$ cat config.mk
export PLATFORM = sky130hd
export DESIGN_NAME = wb_read_mux
export DESIGN_NICKNAME = d
export VERILOG_FILES = /design/src/rtl/board_pkg.sv /design/src/rtl/wb_read_mux.sv
export SDC_FILE = /design/constraint.sdc
export NUM_CORES = 1
export LEC_CHECK = 0
export BUFFER_PORTS_ARGS = -buffer_cell sky130_fd_sc_hd__clkbuf_2
export CAP_MARGIN = 5
export CORE_AREA = 2 2 39 41
export DETAILED_ROUTE_END_ITERATION = 10
export DIE_AREA = 0 0 41 43
export GPL_TIMING_DRIVEN = 0
export PLACE_DENSITY = 0.73
export REMOVE_ABC_BUFFERS = 1
export SKIP_LAST_GASP = 1
export SLEW_MARGIN = 20
export SYNTH_ARGS = -nofsm -noshare
export SYNTH_HDL_FRONTEND = slang
export SYNTH_SLANG_ARGS = --single-unit
$ cat constraint.sdc
create_clock -name vclk -period 0.8
set_clock_uncertainty 0.05 [all_clocks]
set_input_delay 0.04 -clock vclk [all_inputs]
set_output_delay 0.04 -clock vclk [all_outputs]
set_load 0.005 [all_outputs]
$ cat src/rtl/board_pkg.sv
// shared map for the 16-bit board block; ram below 0x4000, one 256-byte register page at 0xff00
package board_pkg;

   // bus geometry
   parameter int DATA_W = 16;                // wishbone data width
   parameter int ADDR_W = 16;                // byte address width

   // address map
   parameter logic [ADDR_W-1:0] RAM_LIMIT = 16'h4000;   // first byte above the ram
   parameter logic [ADDR_W-1:0] IO_BASE   = 16'hFF00;   // register page base

   // register byte offsets inside the io page
   parameter logic [7:0] REG_SEG_LO = 8'h00;   // digit 1 : digit 0
   parameter logic [7:0] REG_SEG_HI = 8'h02;   // digit 3 : digit 2
   parameter logic [7:0] REG_LED    = 8'h04;   // bits 3..0 only
   parameter logic [7:0] REG_STATUS = 8'h06;   // read only, toggle levels

   // one-hot target select bit positions
   parameter int SEL_RAM  = 0;
   parameter int SEL_IO   = 1;
   parameter int SEL_NONE = 2;

   // seven-segment scanner
   parameter int SCAN_POS = 6;               // digit positions on the board

endpackage

$ cat src/rtl/wb_read_mux.sv
// select must be one-hot or zero; zero select returns no ack
`timescale 1ns/10ps

module wb_read_mux
(
   input  logic [2:0]                   sel_i,
   input  logic                         stb_i,
   input  logic [board_pkg::DATA_W-1:0] ram_dat_i,
   input  logic                         ram_ack_i,
   input  logic [board_pkg::DATA_W-1:0] io_dat_i,
   input  logic                         io_ack_i,
   output logic [board_pkg::DATA_W-1:0] dat_o,
   output logic                         ack_o
);

   always_comb
   begin
      dat_o = '0;   // unmapped reads return zero
      if (sel_i[board_pkg::SEL_RAM])
         dat_o = ram_dat_i;
      else if (sel_i[board_pkg::SEL_IO])
         dat_o = io_dat_i;
   end

   // unmapped target acks in the same cycle
   assign ack_o = (sel_i[board_pkg::SEL_RAM]  & ram_ack_i)
                | (sel_i[board_pkg::SEL_IO]   & io_ack_i)
                | (sel_i[board_pkg::SEL_NONE] & stb_i);

endmodule

# [Word-level counts from Yosys, hierarchy flattened]
# Index checks and enable logic that the tools add are counted.
[op_classes] n_mux=2 bitwise=5
[op_table] cell="16-bit 2-to-1 mux" n=2
[op_table] cell="1-bit AND" n=3
[op_table] cell="1-bit bitwise OR" n=2
[word_totals] ff_bits=0 inputBits=38

# [Logic depth before layout (Yosys ltp)]
[logic_depth] depth_word=3 mapped_depth=4

# [Least setup slack after synthesis]
# No wires, ideal clock.
[synth_timing] path_type="input-to-output" start="in sel_i[0]" end="out ack_o" t_required_ps=710 cell_stages=3 arrival_time_ps=521 slack_ps=189 cell_sequence="buf_6 a222oi_1 inv_1"
[synth_via] elab_chain_len=3
[synth_lines] element="from (decl)" line="wb_read_mux.sv:6" source="input logic [2:0] sel_i,"
[synth_lines] element="1-bit AND" line="wb_read_mux.sv:26" source="assign ack_o = (sel_i[board_pkg::SEL_RAM] & ram_ack_i)"
[synth_lines] element="1-bit bitwise OR" line="wb_read_mux.sv:27" source="| (sel_i[board_pkg::SEL_IO] & io_ack_i)"
[synth_lines] element="1-bit bitwise OR" line="wb_read_mux.sv:28" source="| (sel_i[board_pkg::SEL_NONE] & stb_i);"
[synth_lines] element="to (decl)" line="wb_read_mux.sv:13" source="output logic ack_o"
# No other way between the ends.

# [Final worst setup path]
[layout_timing] start="in sel_i[1]" end="out dat_o[15] (netlist bit)"
[layout_via] elab_chain_len=2
[layout_lines] element="16-bit 2-to-1 mux" line="wb_read_mux.sv:21" source="else if (sel_i[board_pkg::SEL_IO])"
[layout_lines] element="16-bit 2-to-1 mux" line="wb_read_mux.sv:19" source="if (sel_i[board_pkg::SEL_RAM])"
[layout_lines] element="to (decl)" line="wb_read_mux.sv:12" source="output logic [board_pkg::DATA_W-1:0] dat_o,"
# No other way between the ends.

==> impl_metrics.json <==
{
  "p_sw_uw": 109,
  "place_congestion": 0.693,
  "post-route-util_pct": 42.0,
  "slowest_stage": "a22o_4",
  "layout.area.seq_um2": 0,
  "avgSynthCellArea_um2": 8.42,
  "synth_area_um2": 219,
  "max_stage_delay_ns": 0.21,
  "drt-pass1-iter-count": 4,
  "nets": 123,
  "synth_top_area_share_pct": 36.6,
  "die_h_um": 43,
  "nFillCells": 138,
  "synth_commonest_cells": "a22o_2, a22o_1, nand2_1",
  "status": "completed",
  "n_antenna_cell": 0,
  "grt_pass1_vias": 372,
  "hold_viol": 0,
  "post_drt_wl_per_cell_um": 10.4,
  "use_met3_pct": 1.05,
  "dp_slack_ns": -0.297,
  "use_met1_pct": 10.4,
  "grt_util_met2_pct": 20.0,
  "start_util_pct": 15.8,
  "comb_power_share_pct": 100.0,
  "routed_wl_um": 1030,
  "grtUsageTotal_pct": 9.89,
  "worstMarginPinSlew_ns": 0.260,
  "sequentialPowerShare_pct": 0,
  "die-area_um2": 1760,
  "min_path_type": "in2out",
  "yosys_warnings": 0,
  "required_ns": 0.71,
  "nClkBuffers": 0,
  "syn2layout_area_growth_pct": 165,
  "cp_top_family": "buffers and inverters",
  "grt_pass1_wl_um": 1310,
  "slew_viol_final": 0,
  "min_period_ns": 0.798,
  "yosysMostFrequentCell": "a22o_2",
  "ant_nets": 0,
  "p_sw_share_pct": 34.4,
  "dr.first_iter.drc_count": 3,
  "dpl.cell_count": 94,
  "top_usage_layer": "met2",
  "finalCritPeriodShare_pct": 99.7,
  "synthTopCellsByArea": "a22o_2, a22o_1, buf_6, nand2_1, nor2b_4",
  "crit_type": "in2out",
  "cts_hold_buffers": 0,
  "dpl.hpwl_um": 783,
  "synth_cell_type_count": 8,
  "cp.arrival_ns": 0.71,
  "p_clk_share_pct": 0,
  "rows": 14,
  "synth_largest_area_cell": "a22o_2",
  "cp-end-kind": "primary output",
  "antenna_found_initial": 0,
  "relSlewSlack_pct": 82.7,
  "drive_gt1_share_pct": 83.1,
  "maxCapViolations": 0,
  "leakage_nw": 0.359,
  "peakVddDrop_v": 0.000140,
  "cp-start-kind": "input pin",
  "die_w_um": 41,
  "grt_max_degree": 21,
  "rsz0062_at_grt": "true",
  "fmax_mhz": 1250,
  "setup_ws_ns": 0.00209,
  "instances_no_fill": 99,
  "core_um2": 1380,
  "postSynthCellCount": 26,
  "cp_max_fo": 8,
  "crit_chain": "buf_8, nor2b_4, buf_6, a22o_4, buf_6",
  "seq_area_frac_synth_pct": 0,
  "setup_viol": 0,
  "port_buffers": 55,
  "overflow": 0,
  "ioPinCount": 55,
  "drc": 0,
  "vias_per_cell": 4.63,
  "p_int_uw": 207,
  "numSequentialCells": 0,
  "power_density_nw_per_um2": 543,
  "path_buf_inv": 3,
  "route.vias.total": 458,
  "cpMostUsedCell": "buf_6"
}
## per-stage QoR
stage	area [um^2]	hold WS [ns]	TNS [ns]	power, mW
2_1_floorplan	185	0.113	0	0.0919
3_3_place_gp	480	0.310	-3.46	0.257
3_5_place_dp	480	0.313	-4.04	0.262
4_1_cts	532	0.313	-0.00291	0.289
5_1_grt	581	0.323	-0.134	0.351
6_report	581	0.302	0	0.315
## routing by layer
metal / part of all wire [%] / up-vias
met5: 0 / -
met4: 0 / 0
met3: 15 / 0
met2: 51 / 39
met1: 34 / 197
li1: - / 222
## path summary, 6_finish.rpt
kind	endpoint	startpoint	slack, ns	cells past startpoint
worst max-delay path	dat_o[15]	sel_i[1]	0.002	5
worst min-delay path	ack_o	io_ack_i	0.30	4
## timing repair
item / 4_1_cts / 5_1_grt
buffers inserted: 2 / 2
endpoints found under the setup margin: 15 / 15
pin swaps: 0 / 3
gates cloned: 0 / 1
hold endpoints to repair: 0 / 0
gates resized for setup: 6 / 8
## kinds of logic (layout without fill, tap and decap cells)
group                  count (synthesis)  count (layout)  share of synthesized area (%)
AND/OR/NAND/NOR                        5               5                           13.1
AO/OA/AOI/OAI                         17              17                           69.7
buffers and inverters                  4              61                           17.1
## cell type report
type / instances / area (um^2) / area share [%]
inverter: 1 / 3.75 / 0.647
multi-input combinational: 22 / 196 / 33.8
tap: 16 / 20.0 / 3.45
timing repair buffer: 60 / 360 / 62.1
## power groups by stage
| stage | Clock (mW) | Sequential [mW] | Combinational [mW] |
|---|---|---|---|
| after detailed placement | 0 | 0 | 0.262 |
| after CTS | 0 | 0 | 0.289 |
| final | 0 | 0 | 0.315 |
| after global routing | 0 | 0 | 0.351 |
| after floorplan | 0 | 0 | 0.0919 |
| after global placement | 0 | 0 | 0.257 |
## cell usage in the layout, fill, tap and decap left out
cell       count
a222oi_1       1
a22o_1         6
a22o_2         6
a22o_4         2
buf_2          3
buf_4          2
buf_6          4
buf_8          1
clkbuf_16      1
clkbuf_2      49
inv_1          1
nand2_1        4
nor2b_4        1
o21ai_0        2
Power figures use the tool's default switching activity.
