--- src/rtl/board_pkg.sv ---
// shared map for the 16-bit board block; ram below 0x4000, one 256-byte register page at 0xff00
package board_pkg;

   // bus geometry
   parameter int DATA_W = 16;                // wishbone data width
   parameter int ADDR_W = 16;                // byte address width

   // address map
   parameter logic [ADDR_W-1:0] RAM_LIMIT = 16'h4000;   // first byte above the ram
   parameter logic [ADDR_W-1:0] IO_BASE   = 16'hFF00;   // register page base

   // register byte offsets inside the io page
   parameter logic [7:0] REG_SEG_LO = 8'h00;   // digit 1 : digit 0
   parameter logic [7:0] REG_SEG_HI = 8'h02;   // digit 3 : digit 2
   parameter logic [7:0] REG_LED    = 8'h04;   // bits 3..0 only
   parameter logic [7:0] REG_STATUS = 8'h06;   // read only, toggle levels

   // one-hot target select bit positions
   parameter int SEL_RAM  = 0;
   parameter int SEL_IO   = 1;
   parameter int SEL_NONE = 2;

   // seven-segment scanner
   parameter int SCAN_POS = 6;               // digit positions on the board

endpackage

--- src/rtl/wb_addr_decode.sv ---
// select is all zero while cyc is low; page offsets 8 and up decode as unmapped
`timescale 1ns/10ps

module wb_addr_decode
(
   input  logic [board_pkg::ADDR_W-1:0] adr_i,  // byte address from the master
   input  logic                         cyc_i,
   input  logic                         stb_i,
   output logic [2:0]                   sel_o,  // one-hot target
   output logic                         ram_stb_o,
   output logic                         io_stb_o
);

   logic hit_ram;   // below ram limit
   logic hit_io;    // defined register in the io page

   assign hit_ram = adr_i < board_pkg::RAM_LIMIT;

   // page match on the upper byte, defined offsets are 0..7
   assign hit_io = (adr_i[15:8] == board_pkg::IO_BASE[15:8])
                 & (adr_i[7:3] == 5'd0);

   always_comb
   begin
      sel_o = 3'b000;
      if (cyc_i)
      begin
         if (hit_ram)
            sel_o[board_pkg::SEL_RAM] = 1'b1;
         else if (hit_io)
            sel_o[board_pkg::SEL_IO] = 1'b1;
         else
            sel_o[board_pkg::SEL_NONE] = 1'b1;   // unmapped, acked by the mux
      end
   end

   // per-target strobes, cyc already folded into sel
   assign ram_stb_o = stb_i & sel_o[board_pkg::SEL_RAM];
   assign io_stb_o  = stb_i & sel_o[board_pkg::SEL_IO];

endmodule

--- config.mk ---
export PLATFORM = sky130hd
export DESIGN_NAME = wb_addr_decode
export DESIGN_NICKNAME = d
export VERILOG_FILES = /design/src/rtl/board_pkg.sv /design/src/rtl/wb_addr_decode.sv
export SDC_FILE = /design/constraint.sdc
export NUM_CORES = 1
export LEC_CHECK = 0
export ABC_CLOCK_PERIOD_IN_PS = 1170
export BUFFER_PORTS_ARGS = -buffer_cell sky130_fd_sc_hd__buf_2
export CAP_MARGIN = 20
export CORE_AREA = 2 2 39 41
export DETAILED_ROUTE_END_ITERATION = 6
export DIE_AREA = 0 0 41 43
export GPL_TIMING_DRIVEN = 0
export PLACE_DENSITY_LB_ADDON = 0.2
export RECOVER_POWER = 100
export SYNTH_ARGS = -nofsm -noshare
export SYNTH_HDL_FRONTEND = slang
export SYNTH_SLANG_ARGS = --single-unit
--- constraint.sdc ---
create_clock -name vclk -period 1.17
set_input_delay 0.0585 -clock vclk [all_inputs]
set_output_delay 0.0585 -clock vclk [all_outputs]
set_load 0.02 [all_outputs]
After elaboration in Yosys (flattened, before gate mapping)

Index checks and enable logic that the tools add are counted.

Mux-type cells: 5
Bitwise gates (word level): 3
Order comparisons: 1
Reductions and logical operators: 1
Equal/unequal tests: 1

Operator list:

| operator             | count |
|---|---|
| $lt 16x15->1 const B | 1 |
| $eq 8x8->1 const B   | 1 |
| $logic_not 5->1      | 1 |
| $and 1x1->1          | 3 |
| $mux 1               | 3 |
| $mux 3               | 1 |
| $mux 2               | 1 |

Bits of input ports: 18
Register bits after elaboration: 0
Output and inout port bits: 5
Word-level logic and storage cells: 11

Logic depth before layout (Yosys ltp)

Word-level depth: 6
Mapped depth: 3
Depth with buffers taken out: 3

Worst setup path before layout

Ideal clock, no wire load.

Path type: in2out
Start point: in adr_i[4] (netlist bit)
End point: out sel_o[1]
Buffers on the path: 0
Data arrival time: 1.222 ns
Stages on the path: 3
Data required time: 1.112 ns
Slack: -0.111 ns
Cell sequence: or4b_1 -> nor4_2 -> nor2b_1

Longest elaborated chain between the ends: 5
Elaborated cells between the ends (all ways): 6
Classes of those cells: 1 x order compare; 3 x mux; 1 x bitwise; 1 x reduce/logical

Ends and longest elaborated chain:

| item                                                 | line                 | RTL |
|---|---|---|
| start: declaration                                   | wb_addr_decode.sv:6  | `input logic [board_pkg::ADDR_W-1:0] adr_i,` |
| branches (longest 3 deep; another with $lt 16x15->1) | -                    |  |
| $mux 2 (*)                                           | wb_addr_decode.sv:28 | `if (hit_ram)` |
| $mux 3 (*)                                           | wb_addr_decode.sv:26 | `if (cyc_i)` |
| end: declaration                                     | wb_addr_decode.sv:9  | `output logic [2:0] sel_o,` |

Every way passes the cells marked *.

Worst setup path after layout

Start point: in adr_i[3] (netlist bit)
End point: out io_stb_o

Longest elaborated chain between the ends: 6
Elaborated cells between the ends (all ways): 7
Classes of those cells: 1 x order compare; 3 x mux; 2 x bitwise; 1 x reduce/logical

Ends and longest elaborated chain:

| item                                                 | line                 | RTL |
|---|---|---|
| branches (longest 3 deep; another with $lt 16x15->1) | -                    |  |
| $mux 2 (*)                                           | wb_addr_decode.sv:28 |  |
| $mux 3 (*)                                           | wb_addr_decode.sv:26 |  |
| $and 1x1->1 (*)                                      | wb_addr_decode.sv:39 | `assign io_stb_o = stb_i & sel_o[board_pkg::SEL_IO];` |
| end: declaration                                     | wb_addr_decode.sv:11 | `output logic io_stb_o` |

Marks and branches as above.

==> implementation parameters <==
Parameter                              Value

Floorplanning
  Overall die area    1760 um^2
  Row count    14
  Width of the die    41 um
  Starting density of the core    0.0597
  Count of boundary I/O pins    23
  Die Ht    43 um
  Area of the core    1380 um^2

Global route
  First-pass GRT wire length    786 um
  Vias in the first global route    182
  Initial antenna violation count    0
  Largest net degree at the start of global routing    5
  GR Overflow Total    0
  Overall fraction of global-route tracks in use    0.0629

Synthesis
  Main combinational cell family by area after synthesis    simple AND/OR/NAND/NOR gates
  Number of distinct library cells after synthesis    11
  Biggest area consumer among synthesized cells    nor4_2
  Post-synthesis xor/xnor area fraction    0
  Proportion of synthesized area in mux cells    0
  Total standard cell area after synthesis    82.6 um^2
  Synthesized-area fraction occupied by ao, oa, aoi and oai cells    0.0606
  Area contributors post-synth    nor4_2, and4b_1, or4b_1
  Count of mapped cells out of synthesis    12
  Synth Area in Adders    0
  Average cell area after synthesis    6.88 um^2
  Portion of the post-synthesis area used by sequential elements    0
  Yosys warnings    0
  Area share of the largest cell type after synthesis    0.152
  Number of nets produced by synthesis    30
  Share of synthesized cell area in and, or, nand and nor gates    0.939

Run
  Max Cap Violations    0

Routing
  Detailed Routing Iterations Pass 1    4
  Residual DRC count    0
  Routed len/inst    10.4 um
  Final wirelength    509 um
  Initial drt markers    4
  Vias/cell    3.53
  Count of vias placed by the detailed router    173
  Antenna Violating Nets Remaining    0

Status
  Violated checks    negative setup slack
  Status    finished, violations left

Worst setup path
  Data arrival time of the critical path    around 1.3 ns
  Slowest cell on the critical path    or4b_4
  Top Family by Delay on Critical Path    simple AND/OR/NAND/NOR gates
  Largest driver fanout on the critical path    3
  Worst path required time    1.11 ns
  Most common cell on crit path    buf_6
  Critical path capture point type    output port
  Critical path startpoint category    primary input
  Crit path buf inv count    2
  Critical setup path kind    in -> out
  Cell-by-cell trace of the critical path    buf_6, or4b_4, nor4_4, and4b_2, buf_6
  Slowest Stage Delay on Critical Path    roughly 0.54 ns

Power and ir drop
  Share of total power in combinational logic    1.000
  Internal power contribution    0.0347 mW
  Switching power total    0.0267 mW
  PwrDens    236 nW/um^2
  Static Leak    0.130 nW
  Overall power    0.0614 mW
  Fraction of power consumed by sequential logic    0
  Switching share of power    0.436
  VDD IR-drop max    81.5 uV
  Clock network fraction of design power    0

Timing
  Final worst slack    -0.139 ns
  Final number of setup-violating endpoints    3
  Max-slew headroom    0.761
  Final-report hold violation count    0
  Setup repair after global routing missed its margin    true
  Pins Over Slew Limit    0
  Slew @ Worst Pin    0.355 ns
  Maximum clock frequency    0.764 GHz
  Share of the clock period used by the worst path after layout    1.12
  Worst Hold Slack    0.522 ns
  Setup total negative slack    -0.279 ns
  Period minus WS final    1.31 ns

Place
  Pre-CTS WS    -0.222 ns
  Routability Congestion    0.645
  Placed cell area    206 um^2
  IO buf count    20
  Dpl cells    between 40 and 50

Cells and area
  Final sequential cell count    0
  Clock Buffer Count    0
  Layout-stage area growth over the synthesis result    215%
  Number of diodes    0
  Final core occ    0.188
  Share of layout cells above drive strength 1    0.758
  Cell area after layout    260 um^2
  Storage cell area    0 um^2
  Cell Count, Final, Fillers Out    49
  Nets    53

Clocking
  Hold-fix buffer count after cts    0

Min path
  Path category of the worst min-delay check    in -> out
[cell usage in the layout, fill, tap and decap left out]
cell type and count:
buf_2 13, buf_6 5, clkbuf_1 2, o21ai_0 1, nand2_1 1, nand4_1 1, or4b_4 1, or3b_4 1
nor4_4 1, nor2b_2 1, nor2_1 1, and2_1 1, and3_1 1, and4b_2 1, nor2_2 1, buf_4 1
[power by group through the flow]
stage | registers, mW | clock network, mW | logic (mW)
after floorplan | 0 | 0 | 0.0166
after global placement | 0 | 0 | 0.0503
after detailed placement | 0 | 0 | 0.0496
after CTS | 0 | 0 | 0.0590
after global routing | 0 | 0 | 0.0672
final | 0 | 0 | 0.0614
[per-layer routing]
layer | vias to the layer above | share of wire | track usage
met5 | - | 0 | 0
met1 | 65 | 0.50 | 0.111
met3 | 0 | 0.25 | 0.0209
met4 | 0 | 0 | 0
li1 | 89 | - | -
met2 | 19 | 0.26 | 0.0750
[synthesized netlist by cell type, drive strengths merged]
cell type  number
nor2            2
and2            1
and3            1
and4b           1
nand2           1
nand4           1
nor2b           1
nor4            1
o21ai           1
or3b            1
or4b            1
[final timing paths]
path,from,endpoint,slack (ns),cells after the start
max,adr_i[3],io_stb_o,-0.14,5
min,cyc_i,sel_o[0],0.52,3
[worst min-delay path: cells and delay by family]
family                 cells  cell delay [ns]
and+or+nand+nor            1             0.13
buffers and inverters      2             0.27
[timing repair]
| action | CTS | global route |
|---|---|---|
| resized for setup | 9 | 3 |
| buffers inserted | 1 | 0 |
| setup endpoints to repair | 3 | 3 |
| gates cloned | 0 | 0 |
| pin swaps | 3 | 3 |
[cell families (layout without fill, tap and decap cells)]
group,after synthesis,after routing
compound gates,1,1
buf+inv,0,21
simple gates,11,11
[cell type report]
type                            count  area, um^2
Fill cell                         159        1120
Multi-Input combinational cell     12         104
Tap cell                           16        20.0
Timing Repair Buffer               21         136
No activity file was read; power rests on OpenSTA's default activity.
