===== src/rtl/tick_gen.sv =====
// strobes are registered one-cycle pulses; both parameters must be at least 1
`timescale 1ns/10ps

module tick_gen
#(
   parameter int CLK_MHZ   = 50,     // clocks per microsecond
   parameter int US_PER_MS = 1000    // microseconds per millisecond
)
(
   input  logic sys_clk_p,
   input  logic rst_i,
   output logic us_stb_o,
   output logic ms_stb_o
);

   localparam int UW = $clog2(CLK_MHZ + 1);
   localparam int MW = $clog2(US_PER_MS + 1);

   logic [UW-1:0] us_cnt;
   logic [MW-1:0] ms_cnt;
   logic          us_tc;    // last clock of the microsecond
   logic          ms_tc;    // last microsecond of the millisecond

   assign us_tc = us_cnt == '0;
   assign ms_tc = ms_cnt == '0;

   always_ff @(posedge sys_clk_p)
   begin
      if (rst_i)
      begin
         us_cnt   <= UW'(CLK_MHZ - 1);
         ms_cnt   <= MW'(US_PER_MS - 1);
         us_stb_o <= 1'b0;
         ms_stb_o <= 1'b0;
      end
      else
      begin
         us_stb_o <= us_tc;
         ms_stb_o <= us_tc & ms_tc;
         us_cnt   <= us_tc ? UW'(CLK_MHZ - 1) : us_cnt - 1'b1;
         if (us_tc)
            ms_cnt <= ms_tc ? MW'(US_PER_MS - 1) : ms_cnt - 1'b1;  // steps once per us
      end
   end

endmodule


===== config.mk =====
export PLATFORM = sky130hd
export DESIGN_NAME = tick_gen
export DESIGN_NICKNAME = d
export VERILOG_FILES = /design/src/rtl/tick_gen.sv
export SDC_FILE = /design/constraint.sdc
export NUM_CORES = 1
export LEC_CHECK = 0
export BUFFER_PORTS_ARGS = -buffer_cell sky130_fd_sc_hd__buf_2
export CORE_MARGIN = 3
export CORE_UTILIZATION = 34
export DETAILED_ROUTE_END_ITERATION = 10
export PLACE_DENSITY_LB_ADDON = 0.15
export SYNTH_ARGS = -nofsm -noshare
export SYNTH_HDL_FRONTEND = slang
export SYNTH_SLANG_ARGS = --single-unit

===== constraint.sdc =====
create_clock -name sys_clk_p -period 2.4 [get_ports sys_clk_p]
set_input_delay 0.36 -clock sys_clk_p [delete_from_list [all_inputs] [get_ports sys_clk_p]]
set_output_delay 0.36 -clock sys_clk_p [all_outputs]
set_load 0.05 [all_outputs]

# --- Word-level counts from Yosys, hierarchy flattened ---
# Cells that the tools add are included.
classes:
  n_bitwise: 1
  n_mux: 1
  addsub: 2
  n_reduce_logical: 3
op_table:
  columns: ["op", "count"]
  rows:
  - ["$logic_not A10 Y1", 1]
  - ["$mux W10", 1]
  - ["$sub A10 B1 Y10 const B", 1]
  - ["$logic_not A6 Y1", 1]
  - ["$sub A6 B1 Y6 const B", 1]
  - ["$reduce_or A2 Y1", 1]
  - ["$and A1 B1 Y1", 1]
totals:
  register_bits: 18
  word_cells: 11
  inputBits: 2
  out_inout_bits: 2

# --- Longest topological paths before layout ---
# Gate-level depths: netlist of the first run.
depth:
  depth_word: 2
  mapped_depth: 6
  ltp_nobuf: 6

# --- Worst setup path after synthesis of the first run ---
# OpenSTA, ideal clock, no wires.
synth_timing:
  path_kind: "reg2reg"
  from: "register us_cnt[0]"
  to: "register ms_cnt[3]"
  required_ns: 2.285
  path_slack_ns: 0.920
  path_buffers: 0
  period_less_slack_ns: 1.480
  setup_ns: 0.115
  arrival_time_ns: 1.365
  stages_incl_launch_ff: 7
  cell_sequence: "dfxtp_1 -> inv_1 -> ha_1 -> nor3b_1 -> nand3b_1 -> xnor2_1 -> and2_1"
synth_between:
  elab_chain_cells: 1
synth_rtl:
  columns: ["item", "line_no", "source"]
  rows:
  - ["from (decl)", "19", "logic [UW-1:0] us_cnt;"]
  - ["from (signal assigned)", "31", "us_cnt <= UW'(CLK_MHZ - 1);"]
  - ["from (signal assigned)", "40", "us_cnt <= us_tc ? UW'(CLK_MHZ - 1) : us_cnt - 1'b1;"]
  - ["$logic_not A6 Y1", "24", "assign us_tc = us_cnt == '0;"]
  - ["to (signal assigned)", "32", "ms_cnt <= MW'(US_PER_MS - 1);"]
  - ["to (signal assigned)", "42", "ms_cnt <= ms_tc ? MW'(US_PER_MS - 1) : ms_cnt - 1'b1;"]
  - ["to (decl)", "20", "logic [MW-1:0] ms_cnt;"]
# No other way between the ends.
# A chain may end at the register's enable or synchronous reset.

# --- Final worst setup path of the first run ---
# Same ends and word-level chain as after synthesis.

==> results.py, run 1 <==
metrics = {
    "finish": {
        "final_common_cell": "dfxtp_1",
        "area.sequential_um2": 360.3,
        "final_nets": 101,
        "drive_gt1_share_pct": 12.63,
        "area.growth.synth_to_final_pct": 10.06,
        "antenna-diode-count": 0,
        "multi_input_area_um2": 441.7,
        "n_fill_cell": 242,
        "final_cell_mix": "18 x dfxtp_1, 10 x nor2_1, 9 x nand2_1, 8 x xor2_1",
    },
    "route": {
        "wirelength_um": 1394,
        "drcViolationCount": 0,
        "vias": 593,
        "wl_met3_um": 58,
        "wl_met2_um": 655,
        "wl_per_cell_um": 11.33,
        "vias_per_cell": 4.821,
        "drt_iter0_drc": 11,
        "drt-met1-wl_um": 665,
        "drtPass1Iterations": 4,
        "highest_layer": "met4",
        "ant_nets": 0,
    },
    "logic_synthesis": {
        "synth_area_leaders": "dfxtp_1 44%, xor2_1 8.5%, ha_1 4.6%",
        "synth-edff-count": 0,
        "ys_ff_latch": 18,
        "synth.avg_cell_area_um2": 9.222,
        "synth_top_area_share_pct": 43.90,
        "synthFlopType": "dfxtp_1",
        "synth_cell_types": 23,
        "netlist_area_um2": 820.8,
        "async_flop_share_pct": 0,
        "synthCells": 89,
        "ys_warn_count": 0,
        "yosysTopAreaCell": "dfxtp_1",
        "yosysSeqAreaShare_pct": 43.90,
        "postSynthNetCount": 94,
    },
    "floorplan": {
        "rows": 17,
        "io_pins": 4,
        "die_w_um": 55.14,
        "core_area_mm2": 0.002255,
        "start_util_pct": 36.40,
        "dieArea_mm2": 0.003040,
        "dieHeight_um": 55.14,
    },
    "critical_path": {
        "cp_max_fo": 8,
        "endpoint_kind": "register",
        "max_stage_delay_ps": 550,
        "start_kind": "register",
        "cp_data_required_time_ps": 2600,
        "path_cells": "inv_1, ha_1, nor3b_1, nand3b_1, xnor2_1, and2_1",
        "crit_type": "reg2reg",
        "slowest_stage": "nor3b_1",
        "r2r_setup_slack_ps": 570,
        "worstPathArrival_ps": 2020,
    },
    "power": {
        "p_per_area_mw_per_mm2": 613.5,
        "leakage_nw": 0.3309,
        "pwr-share-seq_pct": 59.0,
        "power.share.clock_pct": 33.7,
        "p_sw_share_pct": 24.09,
        "combinationalPowerShare_pct": 7.3,
        "switchingPower_mw": 0.1335,
        "p_int_mw": 0.4207,
        "power.total_mw": 0.5543,
        "ir_worst_vdd_uv": 409.6,
    },
    "timing": {
        "hold_viol": 0,
        "timing.fmax_ghz": 0.5478,
        "slew_headroom_pct": 59.75,
        "fin_skew_ps": 1.796,
        "worst_slew_pin_slew_ps": 602.4,
        "fin_tns_setup_ps": 0,
        "setup_violations": 0,
        "period_share_pct": 76.06,
        "period_needed_ps": 1825,
        "rsz0062_at_grt": "no",
        "drv_slew": 0,
    },
    "job": {
        "maxCapViolations": 0,
    },
    "grt": {
        "grt.overflow.total": 0,
        "grt_max_degree": 11,
        "grt_pass1_wl_um": 2456,
        "antenna_found_initial": 0,
        "grt_pass1_vias": 567,
        "grtUsageTotal_pct": 11.68,
    },
    "clock_tree": {
        "clock_sinks": 18,
        "cts_setup_buffers": 0,
        "clk_pin_slew_ps": 100,
        "htreeDepth": 1,
        "postCtsHoldBufs": 0,
        "cts_tree": "done",
        "clockBufferDepth": 2,
        "clock_latency_ps": 290,
        "clockRootBuffer": "clkbuf_4",
        "cts_buffers": 3,
        "cts_resized": 0,
    },
    "min_path": {
        "hold_class": "in2reg",
    },
    "placement": {
        "post-dp-hpwl_um": 1068,
        "portBuffers": 3,
        "gp_congestion": 0.7216,
    },
    "outcome": {
        "status": "finished clean",
    },
}
==> metrics by stage <==
| step | hold WS, ps | utilization [%] | cells | worst slack [ps] | instance area (um^2) |
|---|---|---|---|---|---|
| final | 357.8 | 40.07 | 123 | 574.6 | 903.4 |
| after global placement | 386.0 | 38.46 | 119 | 632.5 | 867.1 |
| after CTS | 346.4 | 40.07 | 123 | 579.1 | 903.4 |
| after floorplan | 370.7 | - | 89 | 920.5 | 820.8 |
| after global routing | 375.5 | 40.07 | 123 | 428.1 | 903.4 |
| after detailed placement | 391.8 | 38.46 | 119 | 602.6 | 867.1 |
==> layer usage <==
layer | track usage, % | vias up
met2 | 17.52 | 8
met4 | 3.644 | 0
met5 | 0 | -
li1 | - | 316
met3 | 4.826 | 2
met1 | 15.17 | 267
==> final cells by class <==
class / instances / area share [%]
Tap cell: 28 / 3.878
Multi-Input combinational cell: 66 / 48.89
Inverter: 4 / 1.662
Timing Repair Buffer: 3 / 1.662
Sequential cell: 18 / 39.89
Clock buffer: 4 / 4.017
==> Yosys cell counts, types with 2 or more instances <==
library cell   n
nor4_2         2
ha_1           3
xnor2_1        4
and2_1         2
inv_1          4
nand3_1        4
dfxtp_1       18
nand4_1        4
nor2_1        10
nor3b_1        2
xor2_1         8
nand2_1        9
nand2b_1       5
nor3_1         5
==> final timing paths <==
| path | cells after the start | endpoint | from |
|---|---|---|---|
| worst max-delay path | 6 | ms_cnt[3]$_SDFFE_PP0P_ | us_cnt[0]$_SDFF_PP1_ |
| worst min-delay path | 2 | ms_stb_o$_SDFF_PP0_ | rst_i |
| worst max register to register | 6 | ms_cnt[3]$_SDFFE_PP0P_ | us_cnt[0]$_SDFF_PP1_ |
| worst min register to register | 1 | us_cnt[0]$_SDFF_PP1_ | us_cnt[0]$_SDFF_PP1_ |
==> power by group through the flow <==
stage               clock network, mW  registers (mW)  logic, mW
floorplan                           0           0.331     0.0342
global placement                    0           0.334     0.0404
detailed placement                  0           0.334     0.0407
CTS                             0.193           0.327     0.0411
global route                    0.204           0.329     0.0472
finish                          0.187           0.327     0.0404
==> worst max-delay path: cells and delay by family (launching register included) <==
family                     cells  cell delay (ps)
adders and majority gates      1              300
and+or+nand+nor                3              860
buffers and inverters          1               80
xor gates and xnor gates       1              150
DFF                            1              340
==> kinds of logic after synthesis <==
| kind of cell | share of synthesized area [%] |
|---|---|
| AO/OA/AOI/OAI | 2.593 |
| buffers and inverters | 2.286 |
| flip-flops | 43.90 |
| XOR/XNOR | 12.80 |
| AND/OR/NAND/NOR | 33.84 |
| adder cells (fa/ha/maj) | 4.574 |
==> state kept, by name, summed over array words and instances (netlist names) <==
| register | flops |
|---|---|
| ms_cnt | 10 |
| us_cnt | 6 |
| ms_stb_o | 1 |
| us_stb_o | 1 |
Note: power is estimated with default switching activity, not from simulation.
==> inputs of run 2 (changes only) <==
==> constraint.sdc (replaced) <==
create_clock -name sys_clk_p -period 1.8 [get_ports sys_clk_p]
set_input_delay 0.27 -clock sys_clk_p [delete_from_list [all_inputs] [get_ports sys_clk_p]]
set_output_delay 0.27 -clock sys_clk_p [all_outputs]
set_load 0.05 [all_outputs]
==> results.py, run 2 (synthesis results as in run 1) <==
metrics = {
    "floorplan": {
        "dieHeight_um": 55.14,
        "core_area_mm2": 0.002255,
        "rows": 17,
        "io_pins": 4,
        "die_w_um": 55.14,
        "dieArea_mm2": 0.003040,
        "start_util_pct": 36.40,
    },
    "critical_path": {
        "path_cells": "inv_1, ha_1, nor3b_1, and3_1, a21oi_2, and2_1",
        "max_stage_delay_ps": 410,
        "cp_max_fo": 5,
        "endpoint_kind": "register",
        "cp_top_family": "simple AND/OR/NAND/NOR gates",
        "slowest_stage": "nor3b_1",
        "worstPathArrival_ps": 1780,
        "cp_data_required_time_ps": 2010,
        "crit_type": "reg2reg",
        "path_buf_inv": 1,
        "start_kind": "register",
    },
    "timing": {
        "fin_skew_ps": 4.709,
        "rsz0062_at_grt": "no",
        "drv_slew": 0,
        "period_share_pct": 87.66,
        "timing.fmax_ghz": 0.6338,
        "setup_ws_ps": 222.2,
        "fin_tns_setup_ps": 0,
        "slew_headroom_pct": 69.04,
        "worst_slew_pin_slew_ps": 463.4,
        "hold_viol": 0,
        "setup_violations": 0,
        "period_needed_ps": 1578,
    },
    "finish": {
        "largestRegisters": "ms_cnt x10, us_cnt x6",
        "largest_reg_flops": 10,
        "antenna-diode-count": 0,
        "final_common_cell": "dfxtp_1",
        "area.growth.synth_to_final_pct": 11.89,
        "regMostFlops": "ms_cnt",
        "final_cell_mix": "18 x dfxtp_1, 10 x nor2_1, 9 x nand2_1, 8 x xor2_1",
        "utilization_pct": 40.73,
        "final_nets": 103,
        "drive_gt1_share_pct": 14.43,
    },
    "power": {
        "ir_worst_vdd_uv": 544.7,
        "p_per_area_mw_per_mm2": 820.9,
        "leakage_nw": 0.3415,
    },
    "grt": {
        "antenna_found_initial": 0,
        "grt.overflow.total": 0,
        "grt_max_degree": 11,
        "grt_pass1_wl_um": 2456,
        "grt_pass1_vias": 576,
        "grtUsageTotal_pct": 11.90,
    },
    "clock_tree": {
        "htreeDepth": 1,
        "cts_tree": "done",
        "clockRootBuffer": "clkbuf_4",
        "clock_sinks": 18,
        "clock_latency_ps": 300,
        "cts_setup_buffers": 0,
        "cts_resized": 0,
        "clockBufferDepth": 2,
        "postCtsHoldBufs": 0,
        "clk_pin_slew_ps": 110,
        "cts_buffers": 3,
    },
    "placement": {
        "pre_cts_ws_ps": 252.3,
        "post-dp-hpwl_um": 1082,
        "gp_congestion": 0.7542,
        "portBuffers": 3,
    },
    "route": {
        "wl_per_cell_um": 11.93,
        "wl_met3_um": 47,
        "highest_layer": "met4",
        "vias_per_cell": 4.960,
        "vias": 620,
        "drtPass1Iterations": 4,
        "ant_nets": 0,
        "drt-met1-wl_um": 732,
        "wl_met2_um": 689,
        "drt_iter0_drc": 8,
        "drcViolationCount": 0,
        "wirelength_um": 1491,
    },
    "min_path": {
        "hold_class": "in2reg",
    },
    "outcome": {
        "status": "finished clean",
    },
    "job": {
        "maxCapViolations": 0,
    },
}
[run 2: cell types whose count changed in the layout (fill, tap and decap cells not counted), sizes merged]
| cell | change |
|---|---|
| buf | +2 |
[run 2: worst reg2reg max path: stages, from the launching register on]
cell     delay [ps]
dfxtp_1         360
inv_1            70
ha_1            150
nor3b_1         410
and3_1          270
a21oi_2          90
and2_1          140
[run 2: metal layers]
layer,global-route usage (%),vias up
met3,5.630,4
met1,14.50,296
met2,17.91,5
met4,4.858,0
li1,-,315
met5,0,-
[run 2: through the flow]
| stage | cell area [um^2] | hold WS (ps) | instances | total power [mW] |
|---|---|---|---|---|
| after floorplan | 820.8 | 370.7 | 89 | 0.4865 |
| after global placement | 882.1 | 396.8 | 121 | 0.5029 |
| after detailed placement | 882.1 | 408.2 | 121 | 0.5046 |
| after CTS | 918.4 | 257.7 | 125 | 0.7626 |
| after global routing | 918.4 | 261.9 | 125 | 0.7901 |
| final | 918.4 | 255.6 | 125 | 0.7539 |
[run 2: report_power, final]
part	internal [mW]	total [mW]	switching (mW)
registers	0.413	0.437	0.0238
clock network	0.124	0.258	0.134
logic	0.0279	0.0592	0.0314
[run 2: path summary, 6_finish.rpt]
path	from	endpoint	slack, ps	cells after the start
setup / recovery	ms_cnt[0]$_SDFFE_PP1P_	ms_cnt[4]$_SDFFE_PP0P_	220	6
hold / removal	rst_i	ms_stb_o$_SDFF_PP0_	260	2
setup reg to reg	ms_cnt[0]$_SDFFE_PP1P_	ms_cnt[4]$_SDFFE_PP0P_	220	6
hold reg to reg	us_cnt[0]$_SDFF_PP1_	us_cnt[0]$_SDFF_PP1_	430	1
[run 2: final cells by class]
cell class / count / area [um^2]
clock buffer: 4 / 36.28
multi-input combinational: 66 / 441.7
timing repair buffer: 5 / 30.03
tap: 28 / 35.03
sequential: 18 / 360.3
fill: 252 / 1336
inverter: 4 / 15.01
