<file path="src/rtl/board_pkg.sv">
// shared map for the 16-bit board block; ram below 0x4000, one 256-byte register page at 0xff00
package board_pkg;

   // bus geometry
   parameter int DATA_W = 16;                // wishbone data width
   parameter int ADDR_W = 16;                // byte address width

   // address map
   parameter logic [ADDR_W-1:0] RAM_LIMIT = 16'h4000;   // first byte above the ram
   parameter logic [ADDR_W-1:0] IO_BASE   = 16'hFF00;   // register page base

   // register byte offsets inside the io page
   parameter logic [7:0] REG_SEG_LO = 8'h00;   // digit 1 : digit 0
   parameter logic [7:0] REG_SEG_HI = 8'h02;   // digit 3 : digit 2
   parameter logic [7:0] REG_LED    = 8'h04;   // bits 3..0 only
   parameter logic [7:0] REG_STATUS = 8'h06;   // read only, toggle levels

   // one-hot target select bit positions
   parameter int SEL_RAM  = 0;
   parameter int SEL_IO   = 1;
   parameter int SEL_NONE = 2;

   // seven-segment scanner
   parameter int SCAN_POS = 6;               // digit positions on the board

endpackage

</file>
<file path="src/rtl/seg_scan.sv">
// common-anode style display, all outputs active low; positions 4 and 5 stay blank
`timescale 1ns/10ps

module seg_scan
(
   input  logic            sys_clk_p,
   input  logic            rst_i,
   input  logic            ms_stb_i,
   input  logic [3:0][7:0] digit_i,   // segment patterns for positions 0..3
   output logic [7:0]      hex_o,
   output logic [5:0]      hsel_o
);

   logic [2:0] pos;
   logic [2:0] pos_nxt;   // position after this strobe
   logic [2:0] pos_cur;   // position the outputs show next cycle

   // counts down, wrapping 0 -> 5
   assign pos_nxt = (pos == 3'd0) ? 3'(board_pkg::SCAN_POS - 1) : pos - 3'd1;
   assign pos_cur = ms_stb_i ? pos_nxt : pos;

   always_ff @(posedge sys_clk_p)
   begin
      if (rst_i)
      begin
         pos    <= 3'd0;
         hsel_o <= 6'b111110;
         hex_o  <= 8'hFF;
      end
      else
      begin
         if (ms_stb_i)
            pos <= pos_nxt;
         hsel_o <= ~(6'b000001 << pos_cur);
         if (pos_cur < 3'd4)
            hex_o <= ~digit_i[pos_cur[1:0]];   // tracks register writes too
         else
            hex_o <= 8'hFF;
      end
   end

endmodule

</file>
<file path="config.mk">
export PLATFORM = sky130hd
export DESIGN_NAME = seg_scan
export DESIGN_NICKNAME = d
export VERILOG_FILES = /design/src/rtl/board_pkg.sv /design/src/rtl/seg_scan.sv
export SDC_FILE = /design/constraint.sdc
export NUM_CORES = 1
export LEC_CHECK = 0
export ABC_CLOCK_PERIOD_IN_PS = 2300
export BUFFER_PORTS_ARGS = -buffer_cell sky130_fd_sc_hd__buf_2
export CORE_ASPECT_RATIO = 2
export CORE_MARGIN = 4
export CORE_UTILIZATION = 25
export CTS_CLUSTER_DIAMETER = 120
export CTS_CLUSTER_SIZE = 10
export DETAILED_ROUTE_END_ITERATION = 8
export PLACE_DENSITY = 0.62
export SETUP_SLACK_MARGIN = 0.5
export SLEW_MARGIN = 20
export SYNTH_ARGS = -nofsm -noshare
export SYNTH_HDL_FRONTEND = slang
export SYNTH_SLANG_ARGS = --single-unit
</file>
<file path="constraint.sdc">
create_clock -name sys_clk_p -period 2.3 [get_ports sys_clk_p]
set_clock_uncertainty 0.1 [all_clocks]
set_input_delay 0.345 -clock sys_clk_p [delete_from_list [all_inputs] [get_ports sys_clk_p]]
set_output_delay 0.345 -clock sys_clk_p [all_outputs]
set_load 0.1 [all_outputs]
</file>
Word-level counts from Yosys, hierarchy flattened
Cells that the tools add are included.
W data, S select, Z words.
- register bits after elaboration: 17
- output and inout bits: 14
- word-level logic and storage cells: 16
- add/subtract/negate cells: 1
- $lt $le $gt $ge: 2
- shifts and indexed selects: 1
- multiplexer cells: 4
- bitwise gates (word level): 3
- reductions and logical operators: 2
- operator list (cell ; count):
    $bmux W8 S2 ; 1
    $mux W8 ; 1
    $not A8 Y8 ; 1
    $mux W3 ; 2
    $not A6 Y6 ; 1
    $shl A1 B3 Y6 const A ; 1
    $logic_not A3 Y1 ; 1
    $lt A2 B3 Y1 const B ; 1
    $lt A3 B3 Y1 const B ; 1
    $sub A3 B1 Y3 const B ; 1
    $reduce_or A2 Y1 ; 1
    $not A1 Y1 ; 1

Longest topological paths before layout
Gate-level depths: netlist of run 1.
- depth after elaboration: 6
- mapped depth: 8
- mapped depth without buffers: 6

Worst setup path after synthesis of run 1
No wires, ideal clock.
- path type: register to register
- from: register pos[1]
- to: register hex_o[0]
- arrival time: 1.584 ns
- setup slack: 0.488 ns
- cell stages (with the launch flop): 9
- path through: dfxtp_1 > buf_2 > nor2_1 > ha_1 > inv_1 > a211oi_2 > buf_4 > o221ai_1 > o21bai_1
- word-level cells in the longest chain between the ends: 6
- elaborated cells on any way between the ends: 10
- classes of those cells: add/sub (1); order compare (1); mux (4); bitwise (2); reduce/logical (2)
- ends and longest elaborated chain (what ; line ; text):
    start: declaration ; seg_scan.sv:14 ; logic [2:0] pos;
    start signal: assignment ; seg_scan.sv:33 ; pos <= pos_nxt;
    $sub A3 B1 Y3 or $logic_not A3 Y1 (tied branches) ; seg_scan.sv:19 ; assign pos_nxt = (pos == 3'd0) ? 3'(board_pkg::SCAN_POS - 1) : pos - 3'd1;
    $mux W3 ; seg_scan.sv:19 ;
    $mux W3 (*) ; n/a ;
    $lt A3 B3 Y1 or $bmux W8 S2 (tied branches) ; seg_scan.sv:35, seg_scan.sv:36 ;
    $not A1 Y1 (no source line) or $mux W8 (tied branches) ; n/a ;
    $reduce_or A2 Y1 (no source line) or $not A8 Y8 (tied branches) ; n/a ;
    end signal: assignment ; seg_scan.sv:36 ; hex_o <= ~digit_i[pos_cur[1:0]];
    end: declaration ; seg_scan.sv:10 ; output logic [7:0] hex_o,
Mark *: on every way between the ends. The rest lies on a longest branch, timed or not. The select of a mux whose other input is x is not followed.
A chain may end at the register's enable or synchronous reset.

Final worst setup path of run 1
- from: register pos[0]
- to: register hex_o[7]
Same word-level chain as after synthesis.

==> impl_metrics.ini, run 1 <==
[die]
core-area_um2 = 3010
ioPinCount = 49
die_area_um2 = 4180
initial_core_util_pct = 26.2
dieWidth_um = 47.7
die_height_um = 87.5
fp-row-count = 28

[place]
gp_congestion = 0.695
port_buffers = 48
pre_cts_ws_ns = 0.462
dp_hpwl_um = 1680
dp_cells = 151
dpl_cell_area_um2 = 1060

[clock_network]
cts_max_level = 1
insertion_delay_ns = 0.25
cts-root-buf = clkbuf_8
clkTransAtPathRegs_ns = 0.07
cts_made_buffers = 3
cts_tree = built
clock_path_buffers = 2
clock_sinks = 17

[logic_synthesis]
yosys.area.top_type_share_pct = 43.1
synth-seq-area-share_pct = 43.1
ys_ff_latch = 17
yosys-top-cells-area = dfxtp_1, mux2_2, o221ai_1
synth.distinct_cells = 20
syn_inst = 74
synth_nets = 110
synth_area_um2 = 790
syn_avg_cell_area_um2 = 10.7
yosys.area.top_type = dfxtp_1
synth_warnings = 0

[global_routing]
overflow = 0
antenna_found_initial = 0
grt_max_degree = 13
grt_pass1_wl_um = 3060
grt_use_total_pct = 10.4
grt_pass1_vias = 775

[timing]
finalSetupViolCount = 0
timing.hold.ws_ns = 0.171
fin_crit_sh_pct = 75.0
final.setup.tns_ns = 0
min_period_ns = 1.72
rsz0062_at_grt = yes
relSlewSlack_pct = 67.4
hold_viol = 0
fmax_ghz = 0.580
slew_violations = 0
worst_pin_slew_ns = 0.492
fin_ws_ns = 0.575

[layout]
post-route-util_pct = 39.7
ff_latch_area_um2 = 345
nFillCells = 314
multi_input_area_um2 = 474
final_cell_mix = buf_2, dfxtp_1, mux2_2, o21bai_1, nor2_1
drive_above_1_share_pct = 63.6
antenna_cells = 0
fin_cells = 159
design_area_um2 = 1200
final_common_cell = buf_2
fin_nets = 166
syn_to_final_growth_pct = 51.7

[route]
drc_errors = 0
vias = 802
ant_nets = 0
via_per_inst = 5.04
routed_wl_um = 2370
first_pass_iters = 2
drt-wirelength-per-cell_um = 14.9
first_iter_violations = 7

[power]
ir_drop_mv = 0.215
power_mw = 0.929
combPwrFrac_pct = 39.8
p_leak_nw = 0.497
switching_share_pct = 41.3
pwr_density_cell_nw_per_um2 = 776
clkPwrFrac_pct = 24.3
p_int_mw = 0.546
p_sw_mw = 0.383
seqPwrFrac_pct = 35.9

[worst_setup_path]
arrival_ns = 1.76
cp_num_buf_inv = 0
r2r_cells = 6
crit_slowest_cell = dfxtp_4
crit_start = pos[0]
worstPathMaxFanout = 7
max_stage_delay_ns = 0.39
cp-end-kind = flop
r2r_start = pos[0]
reg2reg_to = hex_o[7]
crit_cells = 6
critPathTopFamily = compound AO/OA/AOI/OAI gates
crit_type = flop to flop
cp_cell_sequence = nor2_1 -> ha_1 -> nand2b_2 -> a31oi_4 -> o221ai_1 -> o21bai_1
cp.required_ns = 2.33
crit_path_start_kind = flop
r2r_slack_ns = 0.58

[hold_path]
holdPathEnd = hex_o[2]
min_path_type = input port to flop
hold_depth = 2
min_from = digit_i[10]

[flow_run]
cap_violations = 0

[outcome]
status = finished clean
[sequential cells by signal, summed over array words and instances, names as in the netlist]
name,count
hex_o,8
hsel_o,6
pos,3
[power groups by stage]
stage          clock network, mW  logic, mW  registers [mW]
6_report                   0.226      0.370           0.333
5_1_grt                    0.249      0.392           0.337
4_1_cts                    0.232      0.341           0.333
3_5_place_dp                   0      0.341           0.340
3_3_place_gp                   0      0.337           0.338
2_1_floorplan                  0     0.0952           0.510
[metal layers]
layer	vias to the layer above	GRT usage, %	wire length (µm)
met1	369	7.38	692
met2	41	20.3	1350
met4	0	7.35	75
li1	385	-	-
met3	7	2.28	249
met5	-	0	0
[area by class of cell]
cell class / instances / area share [%]
Tap cell: 30 / 3.13
Multi-Input combinational cell: 51 / 39.6
Timing Repair Buffer: 54 / 23.6
Clock buffer: 3 / 3.45
Inverter: 3 / 0.940
Sequential cell: 17 / 28.8
Clock inverter: 1 / 0.418
[cell families after synthesis]
family	after synthesis	synth area share, %
simple gates	18	13.3
mux	8	11.4
buf+inv	7	4.60
flops	17	43.1
fa+ha+maj	1	1.58
compound gates	23	26.0
[cells in the mapped netlist (all sizes together)]
| master | n |
|---|---|
| ha | 1 |
| dfxtp | 17 |
| nand2 | 3 |
| mux2 | 8 |
| a211oi | 1 |
| o221ai | 8 |
| o21ba | 1 |
| a21oi | 3 |
| and4bb | 1 |
| o21bai | 8 |
| inv | 3 |
| a32oi | 1 |
| nand2b | 4 |
| nor2 | 6 |
| nor2b | 4 |
| buf | 4 |
| a31oi | 1 |
[worst max path at each step]
stage,end,slack [ns]
after detailed placement,hex_o[7],0.46
final,hex_o[7],0.58
after global placement,hex_o[7],0.53
after floorplan,hex_o[0],0.54
after CTS,hex_o[1],0.52
after global routing,hex_o[7],0.47
[what timing repair did]
| action | CTS | global route |
|---|---|---|
| resized for setup | 1 | 11 |
| hold buffers | 0 | 0 |
| pin swaps | 0 | 2 |
| gates cloned | 0 | 2 |
| buffers inserted | 0 | 2 |
| endpoints found under the setup margin | 10 | 11 |
Power figures use the tool's default switching activity.
==> run 2: changes to the inputs <==
--- a/config.mk
+++ b/config.mk
@@ -5,7 +5,7 @@
 export SDC_FILE = /design/constraint.sdc
 export NUM_CORES = 1
 export LEC_CHECK = 0
-export ABC_CLOCK_PERIOD_IN_PS = 2300
+export ABC_CLOCK_PERIOD_IN_PS = 1800
 export BUFFER_PORTS_ARGS = -buffer_cell sky130_fd_sc_hd__buf_2
 export CORE_ASPECT_RATIO = 2
 export CORE_MARGIN = 4
==> constraint.sdc (replaced) <==
create_clock -name sys_clk_p -period 1.8 [get_ports sys_clk_p]
set_clock_uncertainty 0.1 [all_clocks]
set_input_delay 0.27 -clock sys_clk_p [delete_from_list [all_inputs] [get_ports sys_clk_p]]
set_output_delay 0.27 -clock sys_clk_p [all_outputs]
set_load 0.1 [all_outputs]
==> run 2 against run 1 <==
Sequential share of layout area down 3.5 points; clock-buffer cell count is 1 higher; non-clock buffer count increased by 7; first-iteration DRC count down 71%; maximum frequency rose by 7.4%; clock power grew 26%; cell count increased by 4.4%; die area unchanged; final area increased by 13%; largest power group unchanged.
==> impl_metrics.ini, run 2 (same netlist as run 1, synthesis figures left out) <==
[clock_network]
cts-root-buf = clkbuf_8
clock_sinks = 17
cts_hold_repair.buffers = 0
cts_tree = built
clkTransAtPathRegs_ns = 0.07
insertion_delay_ns = 0.25
clock_path_buffers = 2
cts_max_level = 1
cts_made_buffers = 3

[route]
ant_nets = 0
routed_wl_um = 2520
via_per_inst = 5.01
drt-wirelength-per-cell_um = 15.2
vias = 831
first_pass_iters = 3
first_iter_violations = 2
drc_errors = 0

[die]
die_area_um2 = 4180
initial_core_util_pct = 26.2
fp-row-count = 28
core-area_um2 = 3010
die_height_um = 87.5
dieWidth_um = 47.7
ioPinCount = 49

[place]
gp_congestion = 0.691
dpl_cell_area_um2 = 1100
dp_hpwl_um = 1770
port_buffers = 48

[flow_run]
cap_violations = 0

[power]
power_mw = 1.29
pwr_density_cell_nw_per_um2 = 947
ir_drop_mv = 0.307
p_leak_nw = 0.582

[timing]
relSlewSlack_pct = 81.5
finalSetupViolCount = 0
final.setup.tns_ns = 0
fin_crit_sh_pct = 89.2
rsz0062_at_grt = yes
slew_violations = 0
timing.hold.ws_ns = 0.0946
hold_viol = 0
worst_pin_slew_ns = 0.280
min_period_ns = 1.61
fmax_ghz = 0.623

[layout]
antenna_cells = 0
final_common_cell = buf_2
final_cell_mix = buf_2, buf_4, dfxtp_1
syn_to_final_growth_pct = 72.1
drive_above_1_share_pct = 69.9
fin_nets = 173
design_area_um2 = 1360
largest_reg_flops = 8
largest-register = hex_o
reg_top3 = hex_o: 8 flops, hsel_o: 6 flops, pos: 3 flops
post-route-util_pct = 45.1

[worst_setup_path]
worstPathMaxFanout = 5
crit_type = flop to flop
crit_path_start_kind = flop
r2r_start = pos[1]
arrival_ns = 1.66
cp-end-kind = flop
cp.required_ns = 1.85
crit_start = pos[1]

[hold_path]
min_from = digit_i[15]
min_path_type = input port to flop

[global_routing]
grt_max_degree = 14
grt_pass1_wl_um = 3570
overflow = 0
grt_pass1_vias = 853
grt_use_total_pct = 11.8
antenna_found_initial = 0

[outcome]
status = finished clean
run 2: timing repair:
action                     4_1_cts  5_1_grt
gates cloned                     3        0
setup endpoints to repair       29       16
setup buffers                    4        2
pin swaps                        3        1
gates resized for setup         29        8
hold endpoints to repair         0        0
run 2: path summary, 6_finish.rpt:
kind | to | cells past startpoint | slack, ns
min | hex_o[7] | 2 | 0.09
max reg2reg | hsel_o[1] | 9 | 0.19
max | hsel_o[1] | 9 | 0.19
min reg2reg | hsel_o[4] | 3 | 0.59
run 2: layer usage:
layer	wire length [µm]	part of all wire, %	GRT usage (%)	up-vias
li1	-	-	-	399
met1	743	30	9.01	382
met2	1430	57	24.5	45
met3	302	12	1.86	5
met4	41	1.6	5.15	0
met5	0	0	0	-
run 2: final cells by class:
| class | instances | area (µm²) |
|---|---|---|
| Clock buffer | 4 | 45.0 |
| Multi-Input combinational cell | 51 | 504 |
| Inverter | 3 | 11.3 |
| Sequential cell | 17 | 344 |
| Timing Repair Buffer | 61 | 417 |
| Tap cell | 30 | 37.5 |
| Fill cell | 291 | 1650 |
run 2: worst max-delay path: stages, from the launching register on:
cell	delay, ns
dfxtp_2	0.34
nor2_2	0.06
ha_4	0.26
inv_2	0.04
a211oi_4	0.21
buf_4	0.15
buf_6	0.11
buf_4	0.10
buf_4	0.09
nand2b_1	0.04
run 2: report_power, final:
part	switching, mW	internal, mW
registers	0.0112	0.413
clock network	0.127	0.157
logic	0.367	0.210
total	0.505	0.781
run 2: per-stage QoR:
| stage | std cells | setup slack (ns) |
|---|---|---|
| 3_3_place_gp | 153 | 0.193 |
| 2_1_floorplan | 74 | 0.143 |
| 6_report | 166 | 0.194 |
| 4_1_cts | 164 | 0.196 |
| 3_5_place_dp | 153 | 0.132 |
| 5_1_grt | 166 | 0.129 |
